`src/source/simd_pkg.sv`:
```
/*
  SIMD register-file unit shared definitions
  Command opcodes and the default sizes of the top level
*/

package simd_pkg;

  // ------------------------------------------------------------------------
  // Command opcodes
  // ------------------------------------------------------------------------

  // Every arithmetic result wraps modulo 2**data_nbits
  // Write class is op_li through op_addi, read class is op_read only
  typedef enum logic [2:0] {
    // Nothing happens, no write and no result
    op_nop  = 3'd0,
    // rd = imm
    op_li   = 3'd1,
    // rd = rs1 + rs2
    op_add  = 3'd2,
    // rd = rs1 - rs2
    op_sub  = 3'd3,
    // rd = rs1 & rs2
    op_and  = 3'd4,
    // rd = rs1 ^ rs2
    op_xor  = 3'd5,
    // rd = rs1 + imm
    op_addi = 3'd6,
    // Return rs1 of every lane, nothing written
    op_read = 3'd7
  } simd_op_e;

  // ------------------------------------------------------------------------
  // Default sizes
  // ------------------------------------------------------------------------

  // Number of vector lanes
  parameter int default_num_lanes  = 4;

  // Width of one lane's data word
  parameter int default_data_nbits = 32;

  // Registers per lane, r0 included
  parameter int default_num_regs   = 16;

endpackage

```
`src/source/lane_cmd_if.sv`:
```
/*
  Decoded command bus
  Carries one command from the dispatcher to every lane and the collector
*/

`timescale 1ns/1ns

interface lane_cmd_if #(
  parameter int num_lanes  = 4,
  parameter int data_nbits = 32,
  parameter int num_regs   = 16
);

  import simd_pkg::*;

  localparam int addr_nbits = $clog2(num_regs);

  // Operation and operand fields
  simd_op_e              alu_op;
  logic [addr_nbits-1:0] rd;
  logic [addr_nbits-1:0] rs1;
  logic [addr_nbits-1:0] rs2;
  logic [data_nbits-1:0] imm;

  // Per-lane write enables and read strobe
  logic [num_lanes-1:0]  wr_mask;
  logic                  rd_strobe;
  // Registered lane mask of the command
  logic [num_lanes-1:0]  lane_mask;

  modport dispatch (output alu_op, rd, rs1, rs2, imm, wr_mask, rd_strobe, lane_mask);
  modport lane     (input  alu_op, rd, rs1, rs2, imm, wr_mask, rd_strobe, lane_mask);

endinterface

```
`src/source/cmd_dispatch.sv`:
```
/*
  Command dispatcher
  Registers each command and decodes it into per-lane write enables and a read strobe
*/

`timescale 1ns/1ns

module cmd_dispatch #(
  parameter int num_lanes  = 4,
  parameter int data_nbits = 32,
  parameter int num_regs   = 16
) (
  input  logic                        clk,
  input  logic                        reset,

  // Command in, one-cycle strobe with fields
  input  logic                        cmd_valid,
  input  simd_pkg::simd_op_e          cmd_op,
  input  logic [$clog2(num_regs)-1:0] cmd_rd,
  input  logic [$clog2(num_regs)-1:0] cmd_rs1,
  input  logic [$clog2(num_regs)-1:0] cmd_rs2,
  input  logic [data_nbits-1:0]       cmd_imm,
  input  logic [num_lanes-1:0]        cmd_lane_mask,

  // Decoded command out to the lanes
  lane_cmd_if.dispatch                cmd
);

  import simd_pkg::*;

  logic is_write;
  logic is_read;

  // Opcode class decode
  always_comb begin
    is_write = 1'b0;
    is_read  = 1'b0;
    case (cmd_op)
      op_li, op_add, op_sub, op_and, op_xor, op_addi: is_write = 1'b1;
      op_read: is_read = 1'b1;
      // op_nop sets neither class
      default: is_write = 1'b0;
    endcase
  end

  // Strobes, cleared on reset and on idle cycles
  always_ff @(posedge clk) begin
    if (reset) begin
      cmd.wr_mask   <= '0;
      cmd.rd_strobe <= 1'b0;
    end else begin
      cmd.wr_mask   <= (cmd_valid && is_write) ? cmd_lane_mask : '0;
      cmd.rd_strobe <= cmd_valid && is_read;
    end
  end

  // Payload fields, loaded with each accepted command
  always_ff @(posedge clk) begin
    if (cmd_valid) begin
      cmd.alu_op    <= cmd_op;
      cmd.rd        <= cmd_rd;
      cmd.rs1       <= cmd_rs1;
      cmd.rs2       <= cmd_rs2;
      cmd.imm       <= cmd_imm;
      cmd.lane_mask <= cmd_lane_mask;
    end
  end

endmodule

```
`src/source/regfile_2r1w_zero.sv`:
```
/*
  Register file with two read ports and one write port
  Register 0 always reads as zero
*/

`timescale 1ns/1ns

module regfile_2r1w_zero #(
  parameter int data_nbits = 32,
  parameter int num_regs   = 16
) (
  input  logic                        clk,
  input  logic                        reset,

  // Read port 0, combinational
  input  logic [$clog2(num_regs)-1:0] read_addr0,
  output logic [data_nbits-1:0]       read_data0,

  // Read port 1, combinational
  input  logic [$clog2(num_regs)-1:0] read_addr1,
  output logic [data_nbits-1:0]       read_data1,

  // Write port, sampled on the rising edge
  input  logic                        write_en,
  input  logic [$clog2(num_regs)-1:0] write_addr,
  input  logic [data_nbits-1:0]       write_data
);

  // ------------------------------------------------------------------------
  // Storage
  // ------------------------------------------------------------------------

  // Contents are undefined until written
  logic [data_nbits-1:0] rfile [num_regs];

  // ------------------------------------------------------------------------
  // Read ports
  // ------------------------------------------------------------------------

  // Address 0 gives zero whatever was written there
  assign read_data0 = (read_addr0 == '0) ? '0 : rfile[read_addr0];
  assign read_data1 = (read_addr1 == '0) ? '0 : rfile[read_addr1];

  // ------------------------------------------------------------------------
  // Write port
  // ------------------------------------------------------------------------

  // Writes are blocked while reset is high
  // A write here is seen by the reads in the very next cycle
  always_ff @(posedge clk) begin
    if (write_en && !reset) begin
      rfile[write_addr] <= write_data;
    end
  end

endmodule

```
`src/source/result_collect.sv`:
```
/*
  Result collector
  Masks and packs lane read data, and sums the masked lanes
*/

`timescale 1ns/1ns

module result_collect #(
  parameter int num_lanes  = 4,
  parameter int data_nbits = 32
) (
  input  logic                            clk,
  input  logic                            reset,

  // Command bus, only lane_mask is read here
  lane_cmd_if.lane                        cmd,

  // Per-lane read results
  input  logic [num_lanes-1:0]            lane_valid,
  input  logic [data_nbits-1:0]           lane_data [num_lanes],

  // Packed result, lane 0 in the low bits
  output logic                            result_valid,
  output logic [num_lanes*data_nbits-1:0] result_data,
  output logic [data_nbits-1:0]           result_sum
);

  logic [num_lanes-1:0]            mask_q;
  logic [num_lanes*data_nbits-1:0] packed_data;
  logic [data_nbits-1:0]           lane_sum;

  // Delay the mask by one stage to line up with lane_valid
  always_ff @(posedge clk) begin
    mask_q <= cmd.lane_mask;
  end

  // ------------------------------------------------------------------------
  // Pack and sum
  // ------------------------------------------------------------------------

  // Lanes outside the mask give zero and add nothing
  always_comb begin
    packed_data = '0;
    lane_sum    = '0;
    for (int i = 0; i < num_lanes; i++) begin
      if (mask_q[i]) begin
        packed_data[i*data_nbits +: data_nbits] = lane_data[i];
        lane_sum = lane_sum + lane_data[i];
      end
    end
  end

  // ------------------------------------------------------------------------
  // Output registers
  // ------------------------------------------------------------------------

  // All lanes pulse together, any one of them marks a result
  always_ff @(posedge clk) begin
    if (reset) begin
      result_valid <= 1'b0;
    end else begin
      result_valid <= |lane_valid;
    end
  end

  always_ff @(posedge clk) begin
    if (|lane_valid) begin
      result_data <= packed_data;
      result_sum  <= lane_sum;
    end
  end

endmodule

```
`src/source/simd_rf_top.sv`:
```
/*
  SIMD register-file unit, top level
  Dispatcher, a row of identical vector lanes and a result collector
*/

`timescale 1ns/1ns

module simd_rf_top #(
  parameter int num_lanes  = simd_pkg::default_num_lanes,
  parameter int data_nbits = simd_pkg::default_data_nbits,
  parameter int num_regs   = simd_pkg::default_num_regs
) (
  input  logic                            clk,
  input  logic                            reset,

  // Command, one per cycle at most
  input  logic                            cmd_valid,
  input  simd_pkg::simd_op_e              cmd_op,
  input  logic [$clog2(num_regs)-1:0]     cmd_rd,
  input  logic [$clog2(num_regs)-1:0]     cmd_rs1,
  input  logic [$clog2(num_regs)-1:0]     cmd_rs2,
  input  logic [data_nbits-1:0]           cmd_imm,
  input  logic [num_lanes-1:0]            cmd_lane_mask,

  // Result of op_read, two edges after the command
  output logic                            result_valid,
  output logic [num_lanes*data_nbits-1:0] result_data,
  output logic [data_nbits-1:0]           result_sum
);

  // Lane results towards the collector
  logic [num_lanes-1:0]  lane_valid;
  logic [data_nbits-1:0] lane_data [num_lanes];

  // Decoded command bus
  lane_cmd_if #(
    .num_lanes  (num_lanes),
    .data_nbits (data_nbits),
    .num_regs   (num_regs)
  ) cmd_bus ();

  // ------------------------------------------------------------------------
  // Dispatcher
  // ------------------------------------------------------------------------

  cmd_dispatch #(
    .num_lanes  (num_lanes),
    .data_nbits (data_nbits),
    .num_regs   (num_regs)
  ) dispatch (
    .clk           (clk),
    .reset         (reset),
    .cmd_valid     (cmd_valid),
    .cmd_op        (cmd_op),
    .cmd_rd        (cmd_rd),
    .cmd_rs1       (cmd_rs1),
    .cmd_rs2       (cmd_rs2),
    .cmd_imm       (cmd_imm),
    .cmd_lane_mask (cmd_lane_mask),
    .cmd           (cmd_bus)
  );

  // ------------------------------------------------------------------------
  // Lanes
  // ------------------------------------------------------------------------

  for (genvar i = 0; i < num_lanes; i++) begin : lanes
    vector_lane #(
      .lane_index (i),
      .data_nbits (data_nbits),
      .num_regs   (num_regs)
    ) lane (
      .clk        (clk),
      .reset      (reset),
      .cmd        (cmd_bus),
      .lane_valid (lane_valid[i]),
      .lane_data  (lane_data[i])
    );
  end

  // Collector drives the top-level result
  result_collect #(
    .num_lanes  (num_lanes),
    .data_nbits (data_nbits)
  ) collect (
    .clk          (clk),
    .reset        (reset),
    .cmd          (cmd_bus),
    .lane_valid   (lane_valid),
    .lane_data    (lane_data),
    .result_valid (result_valid),
    .result_data  (result_data),
    .result_sum   (result_sum)
  );

endmodule

```
`src/source/vector_lane.sv`:
```
/*
  One vector lane
  Private register file, small integer ALU and a registered read result
*/

`timescale 1ns/1ns

module vector_lane #(
  parameter int lane_index = 0,
  parameter int data_nbits = 32,
  parameter int num_regs   = 16
) (
  input  logic                  clk,
  input  logic                  reset,

  // Decoded command, shared by all lanes
  lane_cmd_if.lane              cmd,

  // Read result towards the collector
  output logic                  lane_valid,
  output logic [data_nbits-1:0] lane_data
);

  import simd_pkg::*;

  logic [data_nbits-1:0] rs1_data;
  logic [data_nbits-1:0] rs2_data;
  logic [data_nbits-1:0] alu_result;
  logic                  wr_en;

  // ------------------------------------------------------------------------
  // Register file
  // ------------------------------------------------------------------------

  // This lane writes only when its own mask bit is set
  assign wr_en = cmd.wr_mask[lane_index];

  regfile_2r1w_zero #(
    .data_nbits (data_nbits),
    .num_regs   (num_regs)
  ) rf (
    .clk        (clk),
    .reset      (reset),
    .read_addr0 (cmd.rs1),
    .read_data0 (rs1_data),
    .read_addr1 (cmd.rs2),
    .read_data1 (rs2_data),
    .write_en   (wr_en),
    .write_addr (cmd.rd),
    .write_data (alu_result)
  );

  // ------------------------------------------------------------------------
  // ALU
  // ------------------------------------------------------------------------

  // Combinational, result written at the next edge
  // Sums and differences drop the carry out
  always_comb begin
    case (cmd.alu_op)
      op_li:   alu_result = cmd.imm;
      op_add:  alu_result = rs1_data + rs2_data;
      op_sub:  alu_result = rs1_data - rs2_data;
      op_and:  alu_result = rs1_data & rs2_data;
      op_xor:  alu_result = rs1_data ^ rs2_data;
      op_addi: alu_result = rs1_data + cmd.imm;
      // Never written for op_nop or op_read
      default: alu_result = rs1_data;
    endcase
  end

  // ------------------------------------------------------------------------
  // Read result
  // ------------------------------------------------------------------------

  // One-cycle pulse for every op_read
  always_ff @(posedge clk) begin
    if (reset) begin
      lane_valid <= 1'b0;
    end else begin
      lane_valid <= cmd.rd_strobe;
    end
  end

  // rs1 value captured alongside the pulse
  always_ff @(posedge clk) begin
    if (cmd.rd_strobe) begin
      lane_data <= rs1_data;
    end
  end

endmodule
```
`config.mk`:
```
export PLATFORM = sky130hd
export DESIGN_NAME = simd_rf_top
export DESIGN_NICKNAME = d
export VERILOG_FILES = /design/src/source/simd_pkg.sv /design/src/source/lane_cmd_if.sv /design/src/source/cmd_dispatch.sv /design/src/source/regfile_2r1w_zero.sv /design/src/source/result_collect.sv /design/src/source/simd_rf_top.sv /design/src/source/vector_lane.sv
export SDC_FILE = /design/constraint.sdc
export NUM_CORES = 2
export LEC_CHECK = 0
export BUFFER_PORTS_ARGS = -buffer_cell sky130_fd_sc_hd__buf_2
export CORE_AREA = 2 2 601 752
export DETAILED_ROUTE_END_ITERATION = 12
export DIE_AREA = 0 0 603 754
export GPL_ROUTABILITY_DRIVEN = 0
export MAX_ROUTING_LAYER = met4
export PLACE_DENSITY_LB_ADDON = 0.25
export SLEW_MARGIN = 20
export SYNTH_ARGS = -nofsm -noshare
export SYNTH_HDL_FRONTEND = slang
export SYNTH_HIERARCHICAL = 1
export SYNTH_SLANG_ARGS = --single-unit
```
`constraint.sdc`:
```
create_clock -name clk -period 7.78 [get_ports clk]
set_clock_uncertainty 0.05 [all_clocks]
set_input_delay 1.556 -clock clk [delete_from_list [all_inputs] [get_ports clk]]
set_output_delay 1.556 -clock clk [all_outputs]
set_load 0.02 [all_outputs]
```
==> flow_summary.ini <==
[timing]
rsz0062_at_grt = false
final-setup-viol-count = 0
whs_ns = 0.2989
slew_headroom_pct = 21.82
tightestPinTransition_ns = 1.173
finalSetupTns_ns = 0
drv_slew = 0
fin_crit_ns = 7.365
post-route-period-util_pct = 94.66
max_freq_mhz = 135.8
hold_violations = 0

[global_routing]
grt_overflow = 0
grt_pass1_wl_um = 637100
grt_util_all_layers_pct = 20.13
antenna_found_initial = 57
grt_max_degree = 99
first_global_vias = 82286

[cts]
cts_buffers = 243
cts_num_sinks = 2273
clk_path_buf_depth = 4
cts_tree = built
post-cts-setup-buffers = 0
clk_pin_slew_ns = 0.07
clk_latency_ns = 0.99
htreeDepth = 4
root_buffer = clkbuf_16

[floorplanning]
ios = 215
start_util_pct = 27.88
die_h_um = 754
std_cell_rows = 275
die_w_um = 603
coreArea_sq_um = 447600
die_area_sq_um = 454700

[detailed_routing]
ant_nets = 0
drtIter0Drc = 8515
avgViaCountPerCell = 5.610
wl_per_cell_um = 31.43
num_vias = 81812
totalWireLength_um = 458300
dr.pass1.iters = 6
drc = 0

[worst_setup_path]
r2r_slack_ns = 0.42
crit_required_ns = 8.44
crit_fanout = 6
cp_num_buf_inv = 0
crit_top_cell = o21ai_0
critPathTopFamily = compound AO/OA/AOI/OAI gates
start_kind = flop
ff2ff_path_depth = 32
r2r-start = lanes[0].lane/lane_data[0]
cp_slowest_cell = ha_1
cp_data_arrival_time_ns = 8.03
path_class = reg -> reg
r2r_end = collect/result_sum[30]
max_stage_delay_ns = 0.52
end_kind = flop

[worst_hold_path]
hold_depth = 0
hp-class = reg -> reg
min_to = collect/mask_q[2]
min-delay-start = dispatch/cmd.lane_mask[2]

[power_and_ir_drop]
power.density_nw_per_um2 = 245.9
leakage_nw = 47.93
ir_worst_vdd_uv = 174.7

[logic_synthesis]
synth_top_area_cell = edfxtp_1
yosysWarnings = 6
ys.flop_type = edfxtp_1
syn_area_sq_um = 124800
synth.avg_cell_area_sq_um = 15.47
synth_edf_count = 2259
synthTopCellsByArea = edfxtp_1 (54%), mux4_2 (18%), ha_1 (3.8%)
synth_top_cell_area_share_pct = 54.35
postSynthCellCount = 8069
synth-seq-cells = 2273
async_flop_share_pct = 0
synth.distinct_cells = 94
syn-num-nets = 8504
ys_seq_area_share_pct = 54.57

[final_layout]
most-common-layout-cells = edfxtp_1 (2,259), mux4_2 (988), nand2_1 (473)
synthToLayoutAreaGrowth_pct = 14.57
layout_commonest_cell = edfxtp_1
finish.utilization_pct = 31.94
final_nets = 8830
layout-drive-gt1-share_pct = 28.48

[outcome]
outcome = finished clean

[job]
timing.max_cap.violations = 0

[place]
hpwlAfterDp_um = 307600
place.port_buffers = 214
-- synth_stat cells (73+ instances only) --
master and instances:
a221o_1 109, a22o_1 248, inv_1 123, xnor2_1 109
xor2_1 87, clkbuf_1 310, buf_2 103, a21oi_1 265
nor2_1 286, o21ai_0 283, ha_1 375, nand2_1 473
and2_1 133, nor3_1 155, buf_1 73, o221ai_1 100
mux4_2 988, edfxtp_1 2259, a21o_1 103, mux2i_1 239
mux2_2 295, nand3_1 96
-- area by class of cell --
cell class	count	area, sq um
multi-input cells	5129	54400
well taps	5955	7451
flip-flops and latches	2273	68130
repair buffers	625	4677
clock buffers	292	6327
diodes	37	92.59
clock inverters	150	1460
fillers	43332	304700
inverters	123	461.7
-- how the worst max path moves through the flow --
stage                               start                endpoint  slack (ns)  cells past startpoint
3_5_place_dp   lanes[0].lane/lane_data[0]  collect/result_sum[31]        0.37                     32
4_1_cts        lanes[0].lane/lane_data[0]  collect/result_sum[31]        0.31                     32
2_1_floorplan           collect/mask_q[0]  collect/result_sum[31]        0.89                     35
5_1_grt        lanes[0].lane/lane_data[0]  collect/result_sum[30]       0.006                     32
6_report       lanes[0].lane/lane_data[0]  collect/result_sum[30]        0.42                     32
3_3_place_gp   lanes[0].lane/lane_data[0]  collect/result_sum[31]        0.39                     36
-- worst reg2reg max path: cells and delay by family (launching register included) --
family,cells,cell delay (ns)
AOI/OAI and AO/OA,18,3.96
adders and majority gates,4,1.33
and+or+nand+nor,6,0.70
xor gates and xnor gates,3,0.46
DFF,1,0.36
muxes,1,0.26
-- where the power goes --
group	switching (mW)	total (mW)	internal [mW]	leakage [nW]
sequential	0.0843	14.8	14.7	20.7
combinational	5.60	8.73	3.13	23.5
clock	5.04	11.6	6.57	3.76
total	10.7	35.2	24.4	47.9
-- cell families (layout without fill, tap and decap cells) --
group                    Yosys count  after routing  share of synthesized area (%)
buffers and inverters            667           1190                          2.486
multiplexers                    1583           1583                          23.25
flip-flops                      2273           2273                          54.57
AND/OR/NAND/NOR                 1483           1483                          5.850
AO/OA/AOI/OAI                   1485           1485                          8.603
other                              0             37                              0
XOR/XNOR                         196            196                          1.375
adder cells (fa/ha/maj)          382            382                          3.863
-- stage by stage --
stage | area (sq um) | worst slack, ns | instances | total power, mW
finish | 143000 | 0.4154 | 14584 | 35.16
global route | 143000 | 0.005954 | 14567 | 36.46
CTS | 142600 | 0.3069 | 14545 | 35.30
detailed placement | 134800 | 0.3665 | 14103 | 23.67
global placement | 134800 | 0.3863 | 14099 | 23.49
floorplan | 124800 | 0.8862 | 8069 | 20.55
-- flip-flops by register name, indices dropped and copies added (netlist names), 4 cells and up --
register	flops
dispatch/cmd.wr_mask	4
dispatch/cmd.rd	4
lanes.lane/rf/rfile	1920
collect/mask_q	4
lanes.lane/lane_data	128
dispatch/cmd.rs2	4
collect/result_sum	32
dispatch/cmd.imm	32
collect/result_data	128
dispatch/cmd.lane_mask	4
dispatch/cmd.rs1	4
lanes.lane/lane_valid	4
-- repair_timing --
item	CTS	global route
hold buffers	0	0
setup endpoints to repair	0	4
hold endpoints to repair	0	0
resized for setup	0	7
-- routing by layer --
layer / part of all wire (%) / up-vias / track usage, % / routed length, um
met2: 48 / 3518 / 32.47 / 220800
met3: 6.7 / 820 / 2.985 / 30530
met1: 40 / 43328 / 24.87 / 183100
met4: 5.2 / 0 / 9.547 / 23870
li1: - / 34146 / - / -
met5: 0 / - / - / 0
(Power assumes the default switching activity.)
